**config.mk**
```make
export PLATFORM = sky130hd
export DESIGN_NAME = pong_core_top
export DESIGN_NICKNAME = d
export VERILOG_FILES = /design/src/logic/pong_field_pkg.sv /design/src/logic/pong_link_pkg.sv /design/src/logic/serve_decoder.sv /design/src/logic/ball_engine.sv /design/src/logic/rally_scorer.sv /design/src/logic/pong_core_top.sv
export SDC_FILE = /design/constraint.sdc
export NUM_CORES = 1
export LEC_CHECK = 0
export ABC_CLOCK_PERIOD_IN_PS = 3800
export BUFFER_PORTS_ARGS = -buffer_cell sky130_fd_sc_hd__buf_4
export CORE_AREA = 2 2 214 216
export DETAILED_ROUTE_END_ITERATION = 16
export DIE_AREA = 0 0 216 218
export PLACE_DENSITY_LB_ADDON = 0.15
export SYNTH_ARGS = -nofsm -noshare
export SYNTH_HDL_FRONTEND = slang
export SYNTH_HIERARCHICAL = 1
export SYNTH_SLANG_ARGS = --single-unit
```
**constraint.sdc**
```tcl
create_clock -name clk_25MHZ -period 3.8 [get_ports clk_25MHZ]
set_input_delay 0.57 -clock clk_25MHZ [delete_from_list [all_inputs] [get_ports clk_25MHZ]]
set_output_delay 0.57 -clock clk_25MHZ [all_outputs]
set_load 0.02 [all_outputs]
```
**src/logic/pong_field_pkg.sv**
```systemverilog
`default_nettype none

package pong_field_pkg;

    // ~~~~~~~~~~~~~~~~~~~~~~~~~~~~~~~~~~~~~~~~~~~~~~~~~~~~~~~~~~
    // screen coordinates and ball state
    // ~~~~~~~~~~~~~~~~~~~~~~~~~~~~~~~~~~~~~~~~~~~~~~~~~~~~~~~~~~
    typedef logic [9:0]        coord_t;  // pixel coordinate.
    typedef logic signed [9:0] vel_t;    // pixels per step.

    typedef enum logic [1:0] {
        pingpong = 2'd0,
        soccer   = 2'd1,
        basket   = 2'd2
    } ball_kind_t;

    typedef struct packed {
        coord_t x;
        coord_t y;
    } ball_pos_t;

    // ~~~~~~~~~~~~~~~~~~~~~~~~~~~~~~~~~~~~~~~~~~~~~~~~~~~~~~~~~~
    // field geometry
    // ~~~~~~~~~~~~~~~~~~~~~~~~~~~~~~~~~~~~~~~~~~~~~~~~~~~~~~~~~~
    localparam coord_t STEP_X       = 10'd10;   // horizontal move per step.
    localparam coord_t X_SERVE      = 10'd20;
    localparam coord_t X_RESET      = 10'd10;
    localparam coord_t Y_RESET      = 10'd80;
    localparam coord_t EDGE_MARGIN  = 10'd20;   // right side loss line.
    localparam coord_t FIELD_W_FULL = 10'd640;
    localparam coord_t FIELD_W_HALF = 10'd320;
    localparam coord_t FIELD_H_FULL = 10'd480;
    localparam coord_t FIELD_H_HALF = 10'd240;

endpackage

`default_nettype wire

```
**src/logic/pong_link_pkg.sv**
```systemverilog
`default_nettype none

package pong_link_pkg;

    // ~~~~~~~~~~~~~~~~~~~~~~~~~~~~~~~~~~~~~~~~~~~~~~~~~~~~~~~~~~
    // serve message from the other board
    // ~~~~~~~~~~~~~~~~~~~~~~~~~~~~~~~~~~~~~~~~~~~~~~~~~~~~~~~~~~
    typedef struct packed {
        pong_field_pkg::coord_t     y;              // entry height.
        pong_field_pkg::vel_t       vy;             // initial vertical speed.
        logic [1:0]                 grav_phase;
        pong_field_pkg::ball_kind_t kind;
        logic [19:0]                serve_period;   // clocks per step in a serve flight.
        logic [19:0]                return_period;  // clocks per step after a hit.
    } serve_t;

    // ~~~~~~~~~~~~~~~~~~~~~~~~~~~~~~~~~~~~~~~~~~~~~~~~~~~~~~~~~~
    // engine state and events to the scorer
    // ~~~~~~~~~~~~~~~~~~~~~~~~~~~~~~~~~~~~~~~~~~~~~~~~~~~~~~~~~~
    typedef enum logic [2:0] {
        idle         = 3'd0,
        wait_release = 3'd1,
        fly_right    = 3'd2,
        fly_left     = 3'd3,
        stopped      = 3'd4,
        send         = 3'd5
    } engine_phase_t;

    typedef struct packed {
        engine_phase_t        phase;
        logic                 returned;  // ball reached the left edge.
        pong_field_pkg::vel_t vy;
    } rally_evt_t;

endpackage

`default_nettype wire

```
**src/logic/serve_decoder.sv**
```systemverilog
`timescale 1ns/100ps
`default_nettype none

module serve_decoder #(
    parameter logic [19:0] TICK_BASE = 20'd600000
) (
    input  wire logic                  clk_25MHZ,
    input  wire logic                  reset,
    input  wire logic [7:0]            reg_y0,
    input  wire logic [7:0]            reg_y1,
    input  wire logic signed [7:0]     reg_yspeed,
    input  wire logic [7:0]            reg_gravity,
    input  wire logic [7:0]            reg_kind,
    input  wire logic [9:0]            estimated_speed,
    output pong_link_pkg::serve_t      serve
);

    // flight periods per ball kind as 9/20, 12/20 and 26/20 of the base tick.
    localparam logic [19:0] PERIOD_PINGPONG = 20'((32'(TICK_BASE) * 9) / 20);
    localparam logic [19:0] PERIOD_SOCCER   = 20'((32'(TICK_BASE) * 12) / 20);
    localparam logic [19:0] PERIOD_BASKET   = 20'((32'(TICK_BASE) * 26) / 20);

    pong_link_pkg::serve_t serve_next;
    logic [9:0]            safe_speed;

    always_comb begin
        safe_speed = (estimated_speed < 10'd2) ? 10'd1 : estimated_speed;

        serve_next.y          = {reg_y0[7:6], reg_y1};
        serve_next.vy         = pong_field_pkg::vel_t'(reg_yspeed);  // sign extended.
        serve_next.grav_phase = reg_gravity[1:0];

        case (reg_kind[2:1])
            2'd1: begin
                serve_next.kind         = pong_field_pkg::soccer;
                serve_next.serve_period = PERIOD_SOCCER;
            end
            2'd2: begin
                serve_next.kind         = pong_field_pkg::basket;
                serve_next.serve_period = PERIOD_BASKET;
            end
            default: begin
                serve_next.kind         = pong_field_pkg::pingpong;
                serve_next.serve_period = PERIOD_PINGPONG;
            end
        endcase

        serve_next.return_period = TICK_BASE / {10'd0, safe_speed};  // shorter for faster swings.
    end

    always_ff @(posedge clk_25MHZ or posedge reset) begin
        if (reset) begin
            serve <= '0;
        end else begin
            serve <= serve_next;
        end
    end

endmodule

`default_nettype wire

```
**src/logic/ball_engine.sv**
```systemverilog
`timescale 1ns/100ps
`default_nettype none

module ball_engine (
    input  wire logic                  clk_25MHZ,
    input  wire logic                  reset,
    input  wire logic                  upscale,
    input  wire logic                  go_right,
    input  wire logic                  collision_detected,
    input  wire pong_link_pkg::serve_t serve,
    output pong_field_pkg::ball_pos_t  pos,
    output logic                       moving_right,
    output pong_link_pkg::rally_evt_t  evt
);

    pong_link_pkg::engine_phase_t phase;
    pong_field_pkg::vel_t         vy;
    logic [1:0]                   grav_phase;
    logic [19:0]                  step_cnt;
    logic [19:0]                  period;

    pong_field_pkg::coord_t       y_max;
    pong_field_pkg::coord_t       x_limit;
    logic                         step_due;
    logic signed [11:0]           y_sum;
    pong_field_pkg::vel_t         vy_grav;
    pong_field_pkg::ball_pos_t    step_pos;
    pong_field_pkg::vel_t         step_vy;
    logic [1:0]                   step_grav;

    // ~~~~~~~~~~~~~~~~~~~~~~~~~~~~~~~~~~~~~~~~~~~~~~~~~~~~~~~~~~
    // one flight step for both directions
    // ~~~~~~~~~~~~~~~~~~~~~~~~~~~~~~~~~~~~~~~~~~~~~~~~~~~~~~~~~~
    assign moving_right = (phase == pong_link_pkg::fly_right);
    assign step_due     = (step_cnt >= period);
    assign x_limit      = (upscale ? pong_field_pkg::FIELD_W_FULL : pong_field_pkg::FIELD_W_HALF)
                          - pong_field_pkg::EDGE_MARGIN;
    assign y_max        = (upscale ? pong_field_pkg::FIELD_H_FULL : pong_field_pkg::FIELD_H_HALF)
                          - 10'd1;

    always_comb begin
        step_grav = grav_phase + 2'd1;  // wraps 3 to 0.
        vy_grav   = (grav_phase == 2'd3) ? vy + 10'sd1 : vy;

        if (moving_right) begin
            step_pos.x = pos.x + pong_field_pkg::STEP_X;
        end else if (pos.x >= pong_field_pkg::STEP_X) begin
            step_pos.x = pos.x - pong_field_pkg::STEP_X;
        end else begin
            step_pos.x = '0;
        end

        y_sum = $signed({2'b00, pos.y}) + $signed({{2{vy[9]}}, vy});  // old vy moves y.

        if (y_sum >= $signed({2'b00, y_max})) begin
            step_pos.y = y_max;    // bottom bounce.
            step_vy    = -vy_grav;
        end else if (y_sum <= 12'sd0) begin
            step_pos.y = '0;       // top bounce.
            step_vy    = -vy_grav;
        end else begin
            step_pos.y = y_sum[9:0];
            step_vy    = vy_grav;
        end
    end

    // ~~~~~~~~~~~~~~~~~~~~~~~~~~~~~~~~~~~~~~~~~~~~~~~~~~~~~~~~~~
    // flight FSM
    // ~~~~~~~~~~~~~~~~~~~~~~~~~~~~~~~~~~~~~~~~~~~~~~~~~~~~~~~~~~
    always_ff @(posedge clk_25MHZ or posedge reset) begin
        if (reset) begin
            phase      <= pong_link_pkg::idle;
            pos.x      <= pong_field_pkg::X_RESET;
            pos.y      <= pong_field_pkg::Y_RESET;
            vy         <= '0;
            grav_phase <= '0;
            step_cnt   <= '0;
            period     <= '0;
        end else begin
            case (phase)
                pong_link_pkg::idle: begin
                    if (go_right) begin
                        phase      <= pong_link_pkg::wait_release;
                        pos.x      <= pong_field_pkg::X_SERVE;
                        pos.y      <= serve.y;
                        vy         <= serve.vy;
                        grav_phase <= serve.grav_phase;
                        period     <= serve.serve_period;
                        step_cnt   <= '0;
                    end
                end

                pong_link_pkg::wait_release: begin
                    if (!go_right) begin
                        phase <= pong_link_pkg::fly_right;  // launch on release.
                    end
                end

                pong_link_pkg::fly_right: begin
                    if (collision_detected) begin
                        phase    <= pong_link_pkg::fly_left;
                        step_cnt <= '0;
                        period   <= serve.return_period;
                    end else if (pos.x >= x_limit) begin
                        phase <= pong_link_pkg::stopped;    // missed ball.
                    end else if (step_due) begin
                        pos        <= step_pos;
                        vy         <= step_vy;
                        grav_phase <= step_grav;
                        step_cnt   <= '0;
                    end else begin
                        step_cnt <= step_cnt + 20'd1;
                    end
                end

                pong_link_pkg::fly_left: begin
                    if (collision_detected) begin
                        period <= serve.return_period;
                    end
                    if (pos.x == '0) begin
                        phase    <= pong_link_pkg::send;
                        step_cnt <= '0;
                        period   <= serve.serve_period;
                    end else if (step_due) begin
                        pos        <= step_pos;
                        vy         <= step_vy;
                        grav_phase <= step_grav;
                        step_cnt   <= '0;
                    end else begin
                        step_cnt <= step_cnt + 20'd1;
                    end
                end

                pong_link_pkg::stopped: begin
                    if (go_right) begin
                        phase <= pong_link_pkg::idle;
                    end
                end

                pong_link_pkg::send: begin
                    phase <= pong_link_pkg::idle;  // single hand-off cycle.
                end

                default: begin
                    phase <= pong_link_pkg::idle;
                end
            endcase
        end
    end

    assign evt.phase    = phase;
    assign evt.returned = (phase == pong_link_pkg::send);
    assign evt.vy       = vy;

endmodule

`default_nettype wire

```
**src/logic/rally_scorer.sv**
```systemverilog
`timescale 1ns/100ps
`default_nettype none

module rally_scorer (
    input  wire logic                      clk_25MHZ,
    input  wire logic                      reset,
    input  wire pong_link_pkg::rally_evt_t evt,
    output logic [7:0]                     score,
    output logic                           game_over,
    output logic                           send_trigger,
    output pong_field_pkg::vel_t           send_vy,
    output logic                           responding,
    output logic                           is_idle,
    output logic [7:0]                     leds
);

    logic in_stop;

    assign in_stop = (evt.phase == pong_link_pkg::stopped);

    // ~~~~~~~~~~~~~~~~~~~~~~~~~~~~~~~~~~~~~~~~~~~~~~~~~~~~~~~~~~
    // score, game over and hand-off pulse
    // ~~~~~~~~~~~~~~~~~~~~~~~~~~~~~~~~~~~~~~~~~~~~~~~~~~~~~~~~~~
    always_ff @(posedge clk_25MHZ or posedge reset) begin
        if (reset) begin
            score        <= '0;
            game_over    <= 1'b0;
            send_trigger <= 1'b0;
        end else begin
            send_trigger <= evt.returned;  // high for the cycle after send.
            if (game_over && !in_stop) begin
                score     <= '0;           // new game after the stop.
                game_over <= 1'b0;
            end else begin
                game_over <= in_stop;
                if (evt.returned) begin
                    score <= score + 8'd1;
                end
            end
        end
    end

    always_ff @(posedge clk_25MHZ) begin
        if (evt.returned) begin
            send_vy <= evt.vy;
        end
    end

    // status levels for the register slave and the board LEDs
    always_comb begin
        responding = (evt.phase == pong_link_pkg::wait_release);
        is_idle    = (evt.phase == pong_link_pkg::idle);
        case (evt.phase)
            pong_link_pkg::idle:         leds = 8'h01;
            pong_link_pkg::wait_release: leds = 8'h02;
            pong_link_pkg::stopped:      leds = 8'h04;
            pong_link_pkg::send:         leds = 8'h08;
            pong_link_pkg::fly_right:    leds = 8'h10;
            pong_link_pkg::fly_left:     leds = 8'h20;
            default:                     leds = 8'h00;
        endcase
    end

endmodule

`default_nettype wire

```
**src/logic/pong_core_top.sv**
```systemverilog
`timescale 1ns/100ps
`default_nettype none

module pong_core_top #(
    parameter logic [19:0] TICK_BASE = 20'd600000
) (
    input  wire logic                  clk_25MHZ,
    input  wire logic                  reset,
    input  wire logic                  upscale,
    input  wire logic                  go_right,
    input  wire logic                  collision_detected,
    input  wire logic [9:0]            estimated_speed,
    input  wire logic [7:0]            reg_y0,
    input  wire logic [7:0]            reg_y1,
    input  wire logic signed [7:0]     reg_yspeed,
    input  wire logic [7:0]            reg_gravity,
    input  wire logic [7:0]            reg_kind,
    output pong_field_pkg::ball_pos_t  pos,
    output logic                       moving_right,
    output pong_field_pkg::ball_kind_t ball_kind,
    output logic [7:0]                 score,
    output logic                       game_over,
    output logic                       send_trigger,
    output pong_field_pkg::vel_t       send_vy,
    output logic                       responding,
    output logic                       is_idle,
    output logic [7:0]                 leds
);

    pong_link_pkg::serve_t     serve;
    pong_link_pkg::rally_evt_t evt;

    assign ball_kind = serve.kind;  // kind of the ball currently staged.

    serve_decoder #(
        .TICK_BASE (TICK_BASE)
    ) u_serve_decoder (
        .clk_25MHZ       (clk_25MHZ),
        .reset           (reset),
        .reg_y0          (reg_y0),
        .reg_y1          (reg_y1),
        .reg_yspeed      (reg_yspeed),
        .reg_gravity     (reg_gravity),
        .reg_kind        (reg_kind),
        .estimated_speed (estimated_speed),
        .serve           (serve)
    );

    ball_engine u_ball_engine (
        .clk_25MHZ          (clk_25MHZ),
        .reset              (reset),
        .upscale            (upscale),
        .go_right           (go_right),
        .collision_detected (collision_detected),
        .serve              (serve),
        .pos                (pos),
        .moving_right       (moving_right),
        .evt                (evt)
    );

    rally_scorer u_rally_scorer (
        .clk_25MHZ    (clk_25MHZ),
        .reset        (reset),
        .evt          (evt),
        .score        (score),
        .game_over    (game_over),
        .send_trigger (send_trigger),
        .send_vy      (send_vy),
        .responding   (responding),
        .is_idle      (is_idle),
        .leds         (leds)
    );

endmodule

`default_nettype wire

```
==> run summary, run 1 <==
Most frequent cell on the critical path = sky130_fd_sc_hd__buf_4
Commonest non-fill, non-tap cell in the layout = sky130_fd_sc_hd__buf_4
Launching point of the worst reg2reg path = u_ball_engine/vy[0]
Worst skew pair latency = 0.44 ns
Total Negative Setup Slacks = -248.05 ns
Crit. Startpoint = estimated_speed[7]
Residual DRC count = 0
Count of input and output buffers = 86
Final Critical Period = 34.03 ns
Clk Tree Root Cell = sky130_fd_sc_hd__clkbuf_16
Number of distinct library cells after synthesis = 117
Cell Count, Final, Fillers Out = 3811
Height of the chip = 218 um
Antenna cells = 0
Skew final = 0.0101 ns
Core footprint = 44900 um^2
Clock transition at the registers of the reported paths = 0.06 ns
FFs w/ async S/R, synth = 92.9%
Status = complete, but fails checks
Violations in the final reports = setup timing
Post-detailed-route count of antenna-violating nets = 0
Multi-input gate area in the final layout = 14900 um^2
Area of the mapped netlist = 17700 um^2
Register area = 3590 um^2
TritonCTS sink count = 141
Drt first pass iters = 8
Cell row count = 78
Commonest register cell after synthesis = sky130_fd_sc_hd__dfrtp_1
# fillers = 3747
Maximum clock frequency = 29.4 MHz
Actual transition at the worst max-transition pin = 1.24 ns
Max-slew headroom at the worst pin = 16.6%
CP startpoint kind = input port
Global route total overflow = 0
Maximum buffer depth of the clock tree = 2
Post-route fraction of the period consumed by the critical path = 895%
Routed WL = 67200 um
Worst min path class = input port to async pin
Count of routing violations after the opening detailed-route iteration = 1267
Hold Violations, Final = 0
Register-to-register path setup slack = 0.03 ns
Count of final max-slew check failures = 0
Number of flip-flops and latches in the synthesized netlist = 141
Area growth syn-to-layout = 58.8%
Most frequent cells in the layout = sky130_fd_sc_hd__buf_4, sky130_fd_sc_hd__nor2_1, sky130_fd_sc_hd__nand2_1
Synthesized area divided by synthesized cell count = 7.89 um^2
Share of final-layout standard cells stronger than drive strength 1 = 44.2%
HPWL after detailed placement = 48400 um
Crit. End Element = flip-flop
Placer's final routability congestion estimate = 0.951
Total vias in the final route = 21258
First-pass GRT wire length = 105000 um
Number of enable flip-flop cells after synthesis = 10
Clock tree from TritonCTS = yes
Full die area = 47100 um^2
Worst path arrival time = 34.35 ns
Maximum level of the CTS H-tree = 4
Reg-to-reg endpoint = u_ball_engine/vy[9]
Largest net degree at the start of global routing = 54
CTS Buf Count = 17
Vias in the first global route = 20807
Crit path largest cell delay = 0.55 ns
Kind of critical path = input port to flip-flop
Die width = 216 um
Endpoint required time on the critical path = 4.12 ns
Routed vias/inst = 5.58
Cell taking the most area after synthesis = sky130_fd_sc_hd__dfrtp_1
Combined global-route utilization of all metal layers = 27.3%
Number of warnings issued by yosys = 6
Post-layout net count = 3440
DR WL/cell = 17.6 um
Top cells by area in the synthesized netlist = sky130_fd_sc_hd__dfrtp_1, sky130_fd_sc_hd__ha_1, sky130_fd_sc_hd__a21oi_1
Initial core utilization = 39.5%
Number of cells in the design after placement = 3549
Syn Inst Count = 2248
Number of maximum-capacitance violations = 0
Antenna violations before repair = 1
Largest fanout on the critical path = 7
Num ports = 108
Critical path capture point = u_serve_decoder/serve[0]
FF-to-FF path depth = 17
Synth top area share = 17.9%
Highest-delay cell along the critical path = sky130_fd_sc_hd__or4_4
RSZ-0062 raised after global routing = true
Register area share after synthesis = 20.2%
Worst path setup slack after routing = -30.23 ns
Final setup violation count = 17
cell type report:
type | count | area share (%)
clock buffers | 18 | 1.52
multi-input cells | 1904 | 52.9
flip-flops and latches | 141 | 12.7
well taps | 600 | 2.67
clock inverters | 14 | 0.427
repair inverters | 1 | 0.0222
inverters | 107 | 1.56
repair buffers | 1026 | 28.1
worst max-delay path, delay by kind of cell:
family	cells	cell delay (ns)
AOI/OAI and AO/OA	80	14.77
buffers and inverters	30	3.37
and+or+nand+nor	59	9.05
xor gates and xnor gates	2	0.28
muxes	5	1.30
adders and majority gates	20	4.93
state kept, by name, indices dropped and copies added (netlist names):
name	flops
u_rally_scorer/send_trigger	1
u_rally_scorer/send_vy	10
u_rally_scorer/score	8
u_ball_engine/vy	10
u_ball_engine/period	20
u_rally_scorer/game_over	1
u_ball_engine/step_cnt	20
u_ball_engine/phase	3
u_serve_decoder/serve	47
u_ball_engine/grav_phase	2
u_ball_engine/pos	19
Yosys cell counts, types with 12 or more instances:
master,number
sky130_fd_sc_hd__mux2i_1,27
sky130_fd_sc_hd__nand3_1,45
sky130_fd_sc_hd__dfrtp_1,127
sky130_fd_sc_hd__buf_4,24
sky130_fd_sc_hd__a21oi_1,164
sky130_fd_sc_hd__mux2_2,28
sky130_fd_sc_hd__ha_1,186
sky130_fd_sc_hd__nor4_1,21
sky130_fd_sc_hd__and3_1,34
sky130_fd_sc_hd__a21o_1,80
sky130_fd_sc_hd__inv_1,96
sky130_fd_sc_hd__a211o_1,14
sky130_fd_sc_hd__buf_2,12
sky130_fd_sc_hd__o22ai_1,35
sky130_fd_sc_hd__nor2_1,197
sky130_fd_sc_hd__or3_1,22
sky130_fd_sc_hd__o21a_1,38
sky130_fd_sc_hd__o31ai_1,33
sky130_fd_sc_hd__nor2b_1,18
sky130_fd_sc_hd__a31oi_1,32
sky130_fd_sc_hd__or2_2,22
sky130_fd_sc_hd__xnor2_1,76
sky130_fd_sc_hd__o211ai_1,22
sky130_fd_sc_hd__xor2_1,38
sky130_fd_sc_hd__clkbuf_1,52
sky130_fd_sc_hd__a211oi_1,29
sky130_fd_sc_hd__and2_1,29
sky130_fd_sc_hd__nand4_1,28
sky130_fd_sc_hd__nand2_1,173
sky130_fd_sc_hd__nor3_1,54
sky130_fd_sc_hd__nand2b_1,46
sky130_fd_sc_hd__o21ai_0,163
worst min path at each step:
stage                                start                          end  slack (ns)  cells past startpoint
3_5_place_dp          u_ball_engine/pos[4]         u_ball_engine/pos[4]        0.49                      2
5_1_grt                              reset      u_rally_scorer/score[4]        0.16                      2
3_3_place_gp   u_ball_engine/grav_phase[1]  u_ball_engine/grav_phase[1]        0.47                      2
4_1_cts                              reset      u_rally_scorer/score[7]        0.12                      2
6_report                             reset      u_rally_scorer/score[7]        0.14                      2
2_1_floorplan                        reset     u_rally_scorer/game_over        0.41                      1
layer usage:
layer  wire length (um)  part of all wire, %  up-vias  GRT usage, %
li1                   -                    -    10326             -
met1              28800                   43    10228          34.2
met2              32800                   49      559          47.8
met3               3300                  4.9      145          3.12
met4               2300                  3.4        0          10.7
met5                  0                    0        -             0
cells by family after synthesis:
logic type	Yosys count	share of synthesized area (%)
AND/OR/NAND/NOR	749	21.6
XOR/XNOR	114	5.63
flip-flops	141	20.2
AO/OA/AOI/OAI	784	30.1
buffers and inverters	208	5.36
adder cells (fa/ha/maj)	187	13.2
other	4	0.0846
multiplexers	61	3.77
timing repair:
action / in CTS / in global routing
cloned: 0 / 1
setup buffers: 165 / 71
endpoints found under the setup margin: 25 / 35
pin swaps: 125 / 133
hold buffers: 0 / 0
gates resized for setup: 139 / 134
stage by stage:
step	hold WS [ns]	util [%]	cell area (um^2)	worst slack (ns)
3_3_place_gp	0.470	54.9	24600	-30.03
4_1_cts	0.121	60.2	27000	-29.32
2_1_floorplan	0.410	-	18600	-31.52
6_report	0.138	62.7	28200	-30.23
3_5_place_dp	0.494	54.9	24600	-30.88
5_1_grt	0.159	62.7	28200	-31.80
Power of run 1 is left out: the tool's default activity adds up to more than one toggle a clock period on the data nets, which glitch-free logic cannot reach.
==> run 2: changes to the inputs <==
--- a/config.mk
+++ b/config.mk
@@ -5,11 +5,11 @@
 export SDC_FILE = /design/constraint.sdc
 export NUM_CORES = 1
 export LEC_CHECK = 0
-export ABC_CLOCK_PERIOD_IN_PS = 3800
+export ABC_CLOCK_PERIOD_IN_PS = 43000
 export BUFFER_PORTS_ARGS = -buffer_cell sky130_fd_sc_hd__buf_4
-export CORE_AREA = 2 2 214 216
+export CORE_AREA = 2 2 164 166
 export DETAILED_ROUTE_END_ITERATION = 16
-export DIE_AREA = 0 0 216 218
+export DIE_AREA = 0 0 166 168
 export PLACE_DENSITY_LB_ADDON = 0.15
 export SYNTH_ARGS = -nofsm -noshare
 export SYNTH_HDL_FRONTEND = slang
==> constraint.sdc (replaced) <==
create_clock -name clk_25MHZ -period 43 [get_ports clk_25MHZ]
set_input_delay 6.45 -clock clk_25MHZ [delete_from_list [all_inputs] [get_ports clk_25MHZ]]
set_output_delay 6.45 -clock clk_25MHZ [all_outputs]
set_load 0.02 [all_outputs]
==> run 2 against run 1 <==
- the run now ends clean
- register-to-register slack improved by 38 ns
- core utilization rose by 19 points
- die area fell by 41%
- critical path depth fell by 2
- wire length fell by 19%
- clock skew rose by 0.0024 ns
- sequential share of layout area rose by 3.9 points
- global-route usage rose by 9.1 points
- critical endpoint unchanged
- largest cell class unchanged
==> run summary, run 2 (synthesized netlist as in run 1, its figures left out) <==
Status = complete, no violations
Cell row count = 60
Drt first pass iters = 6
Die width = 166 um
Antenna violations before repair = 1
Num ports = 108
Crit. Startpoint = estimated_speed[4]
Clock transition at the registers of the reported paths = 0.06 ns
Count of final max-slew check failures = 0
Global route total overflow = 0
Cell area after layout = 21500 um^2
Number of maximum-capacitance violations = 0
FF-to-FF path depth = 16
Height of the chip = 168 um
TritonCTS sink count = 141
Most frequent cells in the layout = sky130_fd_sc_hd__buf_4, sky130_fd_sc_hd__nor2_1, sky130_fd_sc_hd__nand2_1
Antenna cells = 0
Most frequent cell on the critical path = sky130_fd_sc_hd__a21o_1
Number of cells in the design after placement = 2717
Worst min path class = flip-flop to flip-flop
CTS Buf Count = 17
Flip-flop count of the largest register, all copies and words added = 47
Combined global-route utilization of all metal layers = 36.4%
Post-Place Cell Area = 19600 um^2
Initial core utilization = 67.3%
Residual DRC count = 0
Final Critical Period = 41.76 ns
Count of input and output buffers = 86
Launching point of the worst reg2reg path = u_ball_engine/vy[0]
Startpoint of the worst hold path = u_ball_engine/pos[4]
Maximum buffer depth of the clock tree = 2
Crit path largest cell delay = 0.56 ns
Skew final = 0.0125 ns
Endpoint required time on the critical path = 43.27 ns
Crit. End Element = flip-flop
Post-route fraction of the period consumed by the critical path = 97.1%
Hold Path Stages = 2
Kind of critical path = input port to flip-flop
Max-slew headroom at the worst pin = 14.6%
Share of final-layout standard cells stronger than drive strength 1 = 24.2%
Maximum clock frequency = 23.9 MHz
HPWL after detailed placement = 39400 um
Hold Violations, Final = 0
Largest fanout on the critical path = 7
DR WL/cell = 19.4 um
First-pass GRT wire length = 85400 um
Worst skew pair latency = 0.42 ns
Register-to-register path setup slack = 38.27 ns
Hold worst-path end = u_ball_engine/pos[4]
Worst path arrival time = 42.03 ns
Post-layout net count = 2704
Cell Count, Final, Fillers Out = 2816
Routed WL = 54700 um
Routed vias/inst = 6.69
CP startpoint kind = input port
Highest-delay cell along the critical path = sky130_fd_sc_hd__or4_4
Placer's final routability congestion estimate = 0.964
# hold bufs at CTS = 0
Actual transition at the worst max-transition pin = 1.27 ns
Core footprint = 26400 um^2
Clk Tree Root Cell = sky130_fd_sc_hd__clkbuf_16
Largest registers = u_serve_decoder/serve: 47 flops, u_ball_engine/period: 20 flops, u_ball_engine/step_cnt: 20 flops
Total vias in the final route = 18845
Full die area = 27900 um^2
Final setup violation count = 0
Clock tree from TritonCTS = yes
Post-route worst hold slack = 0.505 ns
Total Negative Setup Slacks = 0 ns
Vias in the first global route = 17637
Post-detailed-route count of antenna-violating nets = 0
Maximum level of the CTS H-tree = 4
Largest net degree at the start of global routing = 75
Area growth syn-to-layout = 21.5%
Largest register by flop count = u_serve_decoder/serve
Commonest non-fill, non-tap cell in the layout = sky130_fd_sc_hd__buf_4
Reg-to-reg endpoint = u_ball_engine/vy[9]
Count of routing violations after the opening detailed-route iteration = 1708
-- run 2: per-layer routing --
| metal | vias to the layer above | track usage, % | part of all wire, % |
|---|---|---|---|
| li1 | 8847 | - | - |
| met2 | 835 | 64.2 | 49 |
| met4 | 2 | 14.3 | 3.4 |
| met3 | 152 | 4.25 | 6.5 |
| met1 | 9009 | 45.7 | 41 |
| met5 | - | 0 | 0.029 |
-- run 2: layout make-up --
cell class | count | area (um^2)
Sequential cell | 141 | 3580
Timing Repair Buffer | 289 | 2190
Timing Repair inverter | 1 | 7.51
Clock buffer | 18 | 429
Multi-Input combinational cell | 1905 | 14300
Fill cell | 1753 | 4810
Inverter | 107 | 428
Tap cell | 341 | 427
Clock inverter | 14 | 181
-- run 2: how the worst max path moves through the flow --
stage	cells after the start	slack (ns)	end
after global routing	201	-0.57	u_serve_decoder/serve[0]
final	194	1.24	u_serve_decoder/serve[0]
after detailed placement	190	-0.88	u_serve_decoder/serve[0]
after CTS	192	0.02	u_serve_decoder/serve[0]
after global placement	191	-0.08	u_serve_decoder/serve[0]
after floorplan	210	0.008	u_serve_decoder/serve[0]
-- run 2: timing repair --
item,4_1_cts,5_1_grt
gates cloned,0,2
setup buffers,4,61
hold endpoints to repair,0,0
setup endpoints to repair,1,2
resized for setup,6,174
pin swaps,4,101
-- run 2: critical path: cells and delay by family --
kind	cells	cell delay, ns
compound gates	97	17.68
simple gates	53	8.35
fa+ha+maj	20	5.53
mux	6	1.93
buf+inv	17	1.84
xor+xnor	1	0.18
-- run 2: through the flow --
| stage | worst slack, ns | util, % |
|---|---|---|
| 2_1_floorplan | 0.00803 | - |
| 3_3_place_gp | -0.0755 | 74.5 |
| 3_5_place_dp | -0.879 | 74.5 |
| 4_1_cts | 0.0151 | 77.1 |
| 5_1_grt | -0.570 | 81.7 |
| 6_report | 1.24 | 81.7 |
Power of run 2 is left out for the same reason.
